[config.mk]
export PLATFORM = sky130hd
export DESIGN_NAME = cpu_datapath
export DESIGN_NICKNAME = d
export VERILOG_FILES = /design/src/design/lc3b_isa_pkg.sv /design/src/design/lc3b_pipe_pkg.sv /design/src/design/cpu_datapath.sv /design/src/design/flow_control.sv /design/src/design/memory_stage.sv /design/src/design/execute_stage.sv /design/src/design/instruction_decode.sv /design/src/design/instruction_fetch.sv
export SDC_FILE = /design/constraint.sdc
export NUM_CORES = 1
export LEC_CHECK = 0
export BUFFER_PORTS_ARGS = -buffer_cell sky130_fd_sc_hd__buf_2
export CORE_ASPECT_RATIO = 0.8
export CORE_UTILIZATION = 34
export DETAILED_ROUTE_END_ITERATION = 7
export PLACE_DENSITY_LB_ADDON = 0.05
export SYNTH_ARGS = -nofsm -noshare
export SYNTH_HDL_FRONTEND = slang
export SYNTH_HIERARCHICAL = 1
export SYNTH_SLANG_ARGS = --single-unit
[constraint.sdc]
create_clock -name clk -period 5.08 [get_ports clk]
set_input_delay 0 -clock clk [delete_from_list [all_inputs] [get_ports clk]]
set_output_delay 0 -clock clk [all_outputs]
set_load 0.01 [all_outputs]
[src/design/lc3b_isa_pkg.sv]
`default_nettype none

package lc3b_isa_pkg;

	typedef logic [15:0] lc3b_word;
	typedef logic [2:0] lc3b_reg;
	typedef logic [2:0] lc3b_nzp;

	typedef enum logic [3:0] {
		op_br    = 4'b0000,
		op_add   = 4'b0001,
		op_and   = 4'b0101,
		op_ldr   = 4'b0110,
		op_str   = 4'b0111,
		op_not   = 4'b1001,
		op_other = 4'b1111
	} lc3b_opcode;

	function automatic lc3b_opcode get_opcode(input lc3b_word ir);
		return lc3b_opcode'(ir[15:12]);
	endfunction

	function automatic lc3b_reg get_dr(input lc3b_word ir);
		return ir[11:9];
	endfunction

	function automatic lc3b_reg get_sr1(input lc3b_word ir);
		return ir[8:6];
	endfunction

	function automatic lc3b_reg get_sr2(input lc3b_word ir);
		return ir[2:0];
	endfunction

	function automatic lc3b_word imm5(input lc3b_word ir);
		return {{11{ir[4]}}, ir[4:0]};
	endfunction

	// Word offsets, already scaled to bytes.
	function automatic lc3b_word offset6(input lc3b_word ir);
		return {{9{ir[5]}}, ir[5:0], 1'b0};
	endfunction

	function automatic lc3b_word offset9(input lc3b_word ir);
		return {{6{ir[8]}}, ir[8:0], 1'b0};
	endfunction

endpackage : lc3b_isa_pkg

`default_nettype wire
[src/design/lc3b_pipe_pkg.sv]
`default_nettype none

package lc3b_pipe_pkg;

	import lc3b_isa_pkg::*;

	typedef enum logic [1:0] {
		alu_add,
		alu_and,
		alu_not,
		alu_pass
	} alu_op_e;

	typedef struct packed {
		alu_op_e alu_op;
		logic    use_imm;
		logic    mem_read;
		logic    mem_write;
		logic    reg_write;
		logic    set_cc;
		logic    is_branch;
		lc3b_reg dest;
	} control_word_t;

	////////////////////////////////////////////////////////////////////////////
	// Stage registers
	////////////////////////////////////////////////////////////////////////////

	typedef struct packed {
		logic     valid;
		lc3b_word ir;
		lc3b_word pc;         // Already incremented.
	} if_id_t;

	typedef struct packed {
		logic          valid;
		lc3b_word      ir;
		lc3b_word      pc;
		control_word_t cw;
		lc3b_word      src1;
		lc3b_word      src2;
		lc3b_reg       sr1_idx;
		lc3b_reg       sr2_idx;
	} id_ex_t;

	typedef struct packed {
		logic          valid;
		control_word_t cw;
		lc3b_word      alu_out;
		lc3b_word      store_data;
	} ex_mem_t;

	typedef struct packed {
		logic          valid;
		control_word_t cw;
		lc3b_word      result;
	} mem_wb_t;

	////////////////////////////////////////////////////////////////////////////
	// Memory ports
	////////////////////////////////////////////////////////////////////////////

	typedef struct packed {
		logic     read;
		lc3b_word addr;
	} imem_req_t;

	typedef struct packed {
		logic     resp;
		lc3b_word rdata;
	} imem_rsp_t;

	typedef struct packed {
		logic     read;
		logic     write;
		lc3b_word addr;
		lc3b_word wdata;
	} dmem_req_t;

	typedef struct packed {
		logic     resp;
		lc3b_word rdata;
	} dmem_rsp_t;

endpackage : lc3b_pipe_pkg

`default_nettype wire

[src/design/cpu_datapath.sv]
`timescale 1ns/100ps
`default_nettype none

module cpu_datapath #(
	parameter lc3b_isa_pkg::lc3b_word RESET_PC = 16'h0000
) (
	input  logic                     clk,
	input  logic                     arst_n,
	output lc3b_pipe_pkg::imem_req_t imem_req,
	input  lc3b_pipe_pkg::imem_rsp_t imem_rsp,
	output lc3b_pipe_pkg::dmem_req_t dmem_req,
	input  lc3b_pipe_pkg::dmem_rsp_t dmem_rsp
);

	import lc3b_isa_pkg::*;
	import lc3b_pipe_pkg::*;

	if_id_t   if_id;
	id_ex_t   id_ex;
	ex_mem_t  ex_mem;
	mem_wb_t  mem_wb;
	lc3b_word branch_target;
	logic     branch_taken;
	logic     load_use;
	logic     imem_wait;
	logic     dmem_wait;
	logic     en_if;
	logic     en_id;
	logic     en_ex;
	logic     en_mem;
	logic     bubble_ex;
	logic     squash;

	flow_control u_flow_control (
		.clk          (clk),
		.arst_n       (arst_n),
		.imem_wait    (imem_wait),
		.dmem_wait    (dmem_wait),
		.branch_taken (branch_taken),
		.load_use     (load_use),
		.en_if        (en_if),
		.en_id        (en_id),
		.en_ex        (en_ex),
		.en_mem       (en_mem),
		.bubble_ex    (bubble_ex),
		.squash       (squash)
	);

	instruction_fetch #(
		.RESET_PC (RESET_PC)
	) u_instruction_fetch (
		.clk           (clk),
		.arst_n        (arst_n),
		.en_if         (en_if),
		.squash        (squash),
		.branch_taken  (branch_taken),
		.branch_target (branch_target),
		.imem_rsp      (imem_rsp),
		.imem_req      (imem_req),
		.imem_wait     (imem_wait),
		.if_id         (if_id)
	);

	instruction_decode u_instruction_decode (
		.clk       (clk),
		.arst_n    (arst_n),
		.en_id     (en_id),
		.bubble_ex (bubble_ex),
		.squash    (squash),
		.if_id     (if_id),
		.mem_wb    (mem_wb),
		.id_ex     (id_ex),
		.load_use  (load_use)
	);

	execute_stage u_execute_stage (
		.clk           (clk),
		.arst_n        (arst_n),
		.en_ex         (en_ex),
		.squash        (squash),
		.id_ex         (id_ex),
		.mem_wb        (mem_wb),
		.ex_mem        (ex_mem),
		.branch_taken  (branch_taken),
		.branch_target (branch_target)
	);

	memory_stage u_memory_stage (
		.clk       (clk),
		.arst_n    (arst_n),
		.en_mem    (en_mem),
		.ex_mem    (ex_mem),
		.dmem_rsp  (dmem_rsp),
		.dmem_req  (dmem_req),
		.dmem_wait (dmem_wait),
		.mem_wb    (mem_wb)
	);

endmodule : cpu_datapath

`default_nettype wire

[src/design/flow_control.sv]
`timescale 1ns/100ps
`default_nettype none

module flow_control (
	input  logic clk,
	input  logic arst_n,
	input  logic imem_wait,
	input  logic dmem_wait,
	input  logic branch_taken,
	input  logic load_use,
	output logic en_if,
	output logic en_id,
	output logic en_ex,
	output logic en_mem,
	output logic bubble_ex,
	output logic squash
);

	logic redirect;
	logic squash_q;

	// Branch leaves EX on this edge.
	assign redirect = branch_taken && !dmem_wait;

	// Data port back-pressure holds every stage.
	assign en_mem = !dmem_wait;
	assign en_ex  = !dmem_wait;

	// Load-use holds IF and ID.
	assign en_id  = !dmem_wait && !load_use;
	assign en_if  = !dmem_wait && !load_use;

	assign bubble_ex = !dmem_wait && load_use;

	// The branch outranks load-use; squash also covers a stale fetch.
	assign squash = redirect || squash_q;

	// Wrong-path fetch in flight when the branch resolved.
	always_ff @(posedge clk or negedge arst_n) begin
		if (!arst_n)
			squash_q <= 1'b0;
		else if (redirect && imem_wait)
			squash_q <= 1'b1;
		else if (!imem_wait)
			squash_q <= 1'b0;
	end

endmodule : flow_control

`default_nettype wire

[src/design/memory_stage.sv]
`timescale 1ns/100ps
`default_nettype none

module memory_stage (
	input  logic                     clk,
	input  logic                     arst_n,
	input  logic                     en_mem,
	input  lc3b_pipe_pkg::ex_mem_t   ex_mem,
	input  lc3b_pipe_pkg::dmem_rsp_t dmem_rsp,
	output lc3b_pipe_pkg::dmem_req_t dmem_req,
	output logic                     dmem_wait,
	output lc3b_pipe_pkg::mem_wb_t   mem_wb
);

	logic do_read;
	logic do_write;

	assign do_read  = ex_mem.valid && ex_mem.cw.mem_read;
	assign do_write = ex_mem.valid && ex_mem.cw.mem_write;

	// Held stable by the freeze until resp.
	assign dmem_req = '{
		read:  do_read,
		write: do_write,
		addr:  ex_mem.alu_out,
		wdata: ex_mem.store_data
	};

	assign dmem_wait = (do_read || do_write) && !dmem_rsp.resp;

	always_ff @(posedge clk or negedge arst_n) begin
		if (!arst_n) begin
			mem_wb <= '0;
		end else if (en_mem) begin
			mem_wb.valid  <= ex_mem.valid;
			mem_wb.cw     <= ex_mem.cw;
			mem_wb.result <= do_read ? dmem_rsp.rdata : ex_mem.alu_out;
		end
	end

endmodule : memory_stage

`default_nettype wire

[src/design/execute_stage.sv]
`timescale 1ns/100ps
`default_nettype none

module execute_stage (
	input  logic                    clk,
	input  logic                    arst_n,
	input  logic                    en_ex,
	input  logic                    squash,
	input  lc3b_pipe_pkg::id_ex_t   id_ex,
	input  lc3b_pipe_pkg::mem_wb_t  mem_wb,
	output lc3b_pipe_pkg::ex_mem_t  ex_mem,
	output logic                    branch_taken,
	output lc3b_isa_pkg::lc3b_word  branch_target
);

	import lc3b_isa_pkg::*;
	import lc3b_pipe_pkg::*;

	lc3b_word op_a;
	lc3b_word op_b_reg;
	lc3b_word op_b;
	lc3b_word imm;
	lc3b_word alu_out;
	lc3b_nzp  nzp;

	// Newest producer wins; a load in MEM has no data yet.
	function automatic lc3b_word forward(input lc3b_reg idx, input lc3b_word reg_val);
		if (ex_mem.valid && ex_mem.cw.reg_write && !ex_mem.cw.mem_read && ex_mem.cw.dest == idx)
			return ex_mem.alu_out;
		if (mem_wb.valid && mem_wb.cw.reg_write && mem_wb.cw.dest == idx)
			return mem_wb.result;
		return reg_val;
	endfunction

	always_comb begin
		op_a     = forward(id_ex.sr1_idx, id_ex.src1);
		op_b_reg = forward(id_ex.sr2_idx, id_ex.src2);
		imm      = (id_ex.cw.mem_read || id_ex.cw.mem_write) ? offset6(id_ex.ir) : imm5(id_ex.ir);
		op_b     = id_ex.cw.use_imm ? imm : op_b_reg;
		case (id_ex.cw.alu_op)
			alu_add: alu_out = op_a + op_b;
			alu_and: alu_out = op_a & op_b;
			alu_not: alu_out = ~op_a;
			default: alu_out = op_b;
		endcase
	end

	////////////////////////////////////////////////////////////////////////////
	// Condition codes and branch
	////////////////////////////////////////////////////////////////////////////

	always_ff @(posedge clk or negedge arst_n) begin
		if (!arst_n)
			nzp <= '0;
		else if (en_ex && id_ex.valid && id_ex.cw.set_cc)
			nzp <= {alu_out[15], alu_out == '0, !alu_out[15] && alu_out != '0};
	end

	assign branch_taken  = id_ex.valid && id_ex.cw.is_branch && |(id_ex.ir[11:9] & nzp);
	assign branch_target = id_ex.pc + offset9(id_ex.ir);

	always_ff @(posedge clk or negedge arst_n) begin
		if (!arst_n) begin
			ex_mem <= '0;
		end else if (en_ex) begin
			ex_mem.valid      <= id_ex.valid && !squash;   // Taken branch retires here.
			ex_mem.cw         <= id_ex.cw;
			ex_mem.alu_out    <= alu_out;
			ex_mem.store_data <= op_b_reg;
		end
	end

endmodule : execute_stage

`default_nettype wire

[src/design/instruction_decode.sv]
`timescale 1ns/100ps
`default_nettype none

module instruction_decode (
	input  logic                   clk,
	input  logic                   arst_n,
	input  logic                   en_id,
	input  logic                   bubble_ex,
	input  logic                   squash,
	input  lc3b_pipe_pkg::if_id_t  if_id,
	input  lc3b_pipe_pkg::mem_wb_t mem_wb,
	output lc3b_pipe_pkg::id_ex_t  id_ex,
	output logic                   load_use
);

	import lc3b_isa_pkg::*;
	import lc3b_pipe_pkg::*;

	lc3b_word      regs [8];
	control_word_t cw;
	lc3b_reg       sr1_idx;
	lc3b_reg       sr2_idx;
	lc3b_word      src1;
	lc3b_word      src2;
	logic          use_sr1;
	logic          use_sr2;
	logic          wb_en;

	////////////////////////////////////////////////////////////////////////////
	// Register file
	////////////////////////////////////////////////////////////////////////////

	assign wb_en = mem_wb.valid && mem_wb.cw.reg_write;

	always_ff @(posedge clk) begin
		if (wb_en)
			regs[mem_wb.cw.dest] <= mem_wb.result;
	end

	// Write-first read ports.
	assign src1 = (wb_en && mem_wb.cw.dest == sr1_idx) ? mem_wb.result : regs[sr1_idx];
	assign src2 = (wb_en && mem_wb.cw.dest == sr2_idx) ? mem_wb.result : regs[sr2_idx];

	////////////////////////////////////////////////////////////////////////////
	// Control word
	////////////////////////////////////////////////////////////////////////////

	always_comb begin
		cw        = '0;
		cw.alu_op = alu_pass;
		cw.dest   = get_dr(if_id.ir);
		sr1_idx   = get_sr1(if_id.ir);
		sr2_idx   = get_sr2(if_id.ir);
		use_sr1   = 1'b0;
		use_sr2   = 1'b0;
		case (get_opcode(if_id.ir))
			op_add, op_and: begin
				cw.alu_op    = (get_opcode(if_id.ir) == op_add) ? alu_add : alu_and;
				cw.use_imm   = if_id.ir[5];
				cw.reg_write = 1'b1;
				cw.set_cc    = 1'b1;
				use_sr1      = 1'b1;
				use_sr2      = !if_id.ir[5];
			end
			op_not: begin
				cw.alu_op    = alu_not;
				cw.reg_write = 1'b1;
				cw.set_cc    = 1'b1;
				use_sr1      = 1'b1;
			end
			op_ldr: begin
				cw.alu_op    = alu_add;
				cw.use_imm   = 1'b1;
				cw.mem_read  = 1'b1;
				cw.reg_write = 1'b1;
				use_sr1      = 1'b1;
			end
			op_str: begin
				cw.alu_op    = alu_add;
				cw.use_imm   = 1'b1;
				cw.mem_write = 1'b1;
				sr2_idx      = get_dr(if_id.ir);   // Store data register.
				use_sr1      = 1'b1;
				use_sr2      = 1'b1;
			end
			op_br:   cw.is_branch = 1'b1;
			default: ;
		endcase
	end

	// Load in EX feeding the instruction in ID.
	assign load_use = if_id.valid && id_ex.valid && id_ex.cw.mem_read &&
		((use_sr1 && id_ex.cw.dest == sr1_idx) || (use_sr2 && id_ex.cw.dest == sr2_idx));

	always_ff @(posedge clk or negedge arst_n) begin
		if (!arst_n) begin
			id_ex <= '0;
		end else if (squash || bubble_ex) begin
			id_ex.valid <= 1'b0;
		end else if (en_id) begin
			id_ex.valid   <= if_id.valid;
			id_ex.ir      <= if_id.ir;
			id_ex.pc      <= if_id.pc;
			id_ex.cw      <= cw;
			id_ex.src1    <= src1;
			id_ex.src2    <= src2;
			id_ex.sr1_idx <= sr1_idx;
			id_ex.sr2_idx <= sr2_idx;
		end
	end

endmodule : instruction_decode

`default_nettype wire

[src/design/instruction_fetch.sv]
`timescale 1ns/100ps
`default_nettype none

module instruction_fetch #(
	parameter lc3b_isa_pkg::lc3b_word RESET_PC = 16'h0000
) (
	input  logic                      clk,
	input  logic                      arst_n,
	input  logic                      en_if,
	input  logic                      squash,
	input  logic                      branch_taken,
	input  lc3b_isa_pkg::lc3b_word    branch_target,
	input  lc3b_pipe_pkg::imem_rsp_t  imem_rsp,
	output lc3b_pipe_pkg::imem_req_t  imem_req,
	output logic                      imem_wait,
	output lc3b_pipe_pkg::if_id_t     if_id
);

	import lc3b_isa_pkg::*;

	lc3b_word pc_q;
	lc3b_word pc_next;
	lc3b_word target_q;   // Redirect held until the stale fetch returns.
	logic     read_q;
	logic     fetch_done;

	assign pc_next    = pc_q + 16'd2;
	assign fetch_done = read_q && imem_rsp.resp;
	assign imem_wait  = read_q && !imem_rsp.resp;
	assign imem_req   = '{read: read_q, addr: pc_q};

	always_ff @(posedge clk or negedge arst_n) begin
		if (!arst_n) begin
			read_q <= 1'b0;
			pc_q   <= RESET_PC;
		end else begin
			read_q <= 1'b1;
			if (squash && branch_taken) begin
				if (!imem_wait)
					pc_q <= branch_target;
			end else if (squash) begin
				if (!imem_wait)
					pc_q <= target_q;      // Stale fetch done, now redirect.
			end else if (en_if && fetch_done) begin
				pc_q <= pc_next;
			end
		end
	end

	always_ff @(posedge clk) begin
		if (squash && branch_taken && imem_wait)
			target_q <= branch_target;
	end

	always_ff @(posedge clk or negedge arst_n) begin
		if (!arst_n) begin
			if_id <= '0;
		end else if (squash) begin
			if_id.valid <= 1'b0;
		end else if (en_if) begin
			if_id.valid <= fetch_done;     // NOP while the memory waits.
			if_id.ir    <= imem_rsp.rdata;
			if_id.pc    <= pc_next;
		end
	end

endmodule : instruction_fetch

`default_nettype wire

==> run summary <==
Setup violations, final - 0
Final ANT Viol Nets - 0
synthesis-to-finish area growth - 13.5%
total design power - 8120 µW
DR WL/cell - 23.1 µm
Cell Area, Placed - 19400 µm²
Worst slew margin - 24.0%
average size of a mapped cell - 10.7 µm²
largest net degree at the start of global routing - 83
Starting Density - 34.4%
Clock Tree Buf Depth - 3
I/O Buffers - 86
post-route core utilization - 39.1%
leakage dissipation - 0.00854 µW
Mapped Cells - 1733
syn nets - 1802
final-report hold violation count - 0
arrival time worst endpoint - 5.22 ns
core area - 53800 µm²
Clock Sinks - 330
routed via count - 13600
I/O pin cnt - 87
skew final - 0.0237 ns
Ant. Diodes - 0
status - completed
starting DRC count in detailed routing - 1149
root buffer cell - clkbuf_16
TritonCTS clock tree - done
max-cap violation count - 0
gpl congestion - 0.901
Worst Path Required - 5.60 ns
Max Fclk - 213 MHz
htree depth - 2
post-DP HPWL - 38900 µm
TritonCTS buffer count - 40
CP Capture Type - flop
Routed WL - 58200 µm
first-pass GRT wire length - 88200 µm
total gr overflow - 0
chip width - 263 µm
DRC viols - 0
Setup Crit Path Kind - flop to flop
die area - 55400 µm²
worst skew pair latency - 0.59 ns
postcts setup bufs - 0
Total GRT Usage - 21.2%
YS warnings - 6
RSZ-0062 raised after global routing - no
M3 GR Usage - 3.37%
Filler Cell Count - 5280
final layout net count - 1861
Setup TNS - 0 ns
initial antenna violation count - 1
Pre-antenna DRT Iters - 5
Worst Setup Start Kind - flop
power density over the cells - 386 nW/µm²
Most Crowded Layer GR - met1
GRT met1 Usage - 33.7%
actual slew at the worst max-slew pin - 1.14 ns
clock transition at the registers of the reported paths - 0.06 ns
drt via density - 5.41
synthesized area - 18500 µm²
Rows - 76
Die Ht - 211 µm
max-slew violations - 0
vias in the first global route - 13600
Layout Cells excl Fill - 2523
maximum vdd drop - 0.209 mV
Placed Cells - 2417
min-delay worst type - input port to asynchronous set/reset pin
GR Util met2 - 29.6%
share of layout cells above drive strength 1 - 17.8%
Crit Path Max Fanout - 16
Tmin final - 4.70 ns
final instance area - 21000 µm²
period utilization - 92.6%
==> power by group <==
part | total (µW) | internal (µW) | leakage [µW] | switching [µW]
Sequential | 3550 | 3140 | 0.00352 | 408
Combinational | 1720 | 695 | 0.00439 | 1030
Clock | 2850 | 1670 | 0.000629 | 1180
==> final timing paths <==
path                                                       end                      startpoint  slack [ns]  cells past startpoint
min in group clk                 u_instruction_fetch/if_id[30]                    imem_rsp[14]        0.16                      4
worst max register to register          u_execute_stage/nzp[1]  u_instruction_decode/id_ex[73]        0.38                     18
worst min register to register  u_instruction_decode/id_ex[51]    u_instruction_fetch/if_id[2]        0.46                      2
worst min-delay path            u_instruction_decode/id_ex[49]                          arst_n        0.05                      2
max in group asynchronous       u_instruction_decode/id_ex[73]                          arst_n        3.64                      3
worst max-delay path                    u_execute_stage/nzp[1]  u_instruction_decode/id_ex[73]        0.38                     18
==> registers in the layout, indices dropped and copies added (netlist names) <==
register	count
u_instruction_decode/regs	128
u_instruction_decode/id_ex	72
u_execute_stage/ex_mem	39
u_instruction_fetch/if_id	33
u_memory_stage/mem_wb	21
u_instruction_fetch/pc_q	16
u_instruction_fetch/target_q	16
u_execute_stage/nzp	3
u_flow_control/squash_q	1
u_instruction_fetch/read_q	1
==> stage by stage <==
step	worst slack, ns	hold slack [ns]
finish	0.378	0.0457
global route	0.00925	0.107
CTS	0.303	0.0574
detailed placement	0.328	0.119
global placement	0.425	0.122
floorplan	0.685	-0.296
==> routing by layer <==
layer  vias to the layer above  wire [µm]
met5                         -         10
met4                         2        944
met3                        61       2940
met2                       301      23600
li1                       6376          -
met1                      6901      30600
==> critical path, stage by stage, from the launching register on <==
cell	delay (ns)
dfrtp_2	0.52
xor2_1	0.19
or4b_1	0.54
buf_4	0.25
mux2i_1	0.21
o21a_1	0.17
inv_1	0.05
ha_1	0.41
a21o_1	0.20
a21o_1	0.19
a221oi_1	0.33
o21ba_2	0.17
o21ai_0	0.08
a41oi_1	0.21
xor2_1	0.17
a21oi_1	0.11
a2111oi_2	0.39
nor4b_4	0.27
a22o_1	0.16
==> repair_timing <==
action | CTS | global route
hold buffers | 35 | 0
endpoints found under the hold margin | 118 | 0
resized for setup | 0 | 1
setup endpoints to repair | 0 | 2
==> placed cells by master (no fill, tap or decap), types with 23 or more instances in the layout <==
cell,instances
a21oi_1,64
a22oi_1,34
and2_1,27
buf_2,85
buf_4,49
clkbuf_16,41
dfrtp_1,184
dlygate4sd3_1,35
edfxtp_1,144
ha_1,31
inv_1,39
mux2_2,40
mux2i_1,123
mux4_2,37
nand2_1,290
nand2b_1,25
nand3_1,26
nand4_1,26
nor2_1,69
nor3_1,23
o21ai_0,113
xnor2_1,33
==> cell type report <==
class | count | area (µm²) | area share [%]
clock inverter | 10 | 151 | 0.720
multi-input combinational | 1209 | 8560 | 40.7
inverter | 41 | 154 | 0.732
timing repair buffer | 170 | 1160 | 5.50
tap | 702 | 878 | 4.18
sequential | 330 | 8980 | 42.7
clock buffer | 61 | 1140 | 5.43
Power figures use the tool's default switching activity.
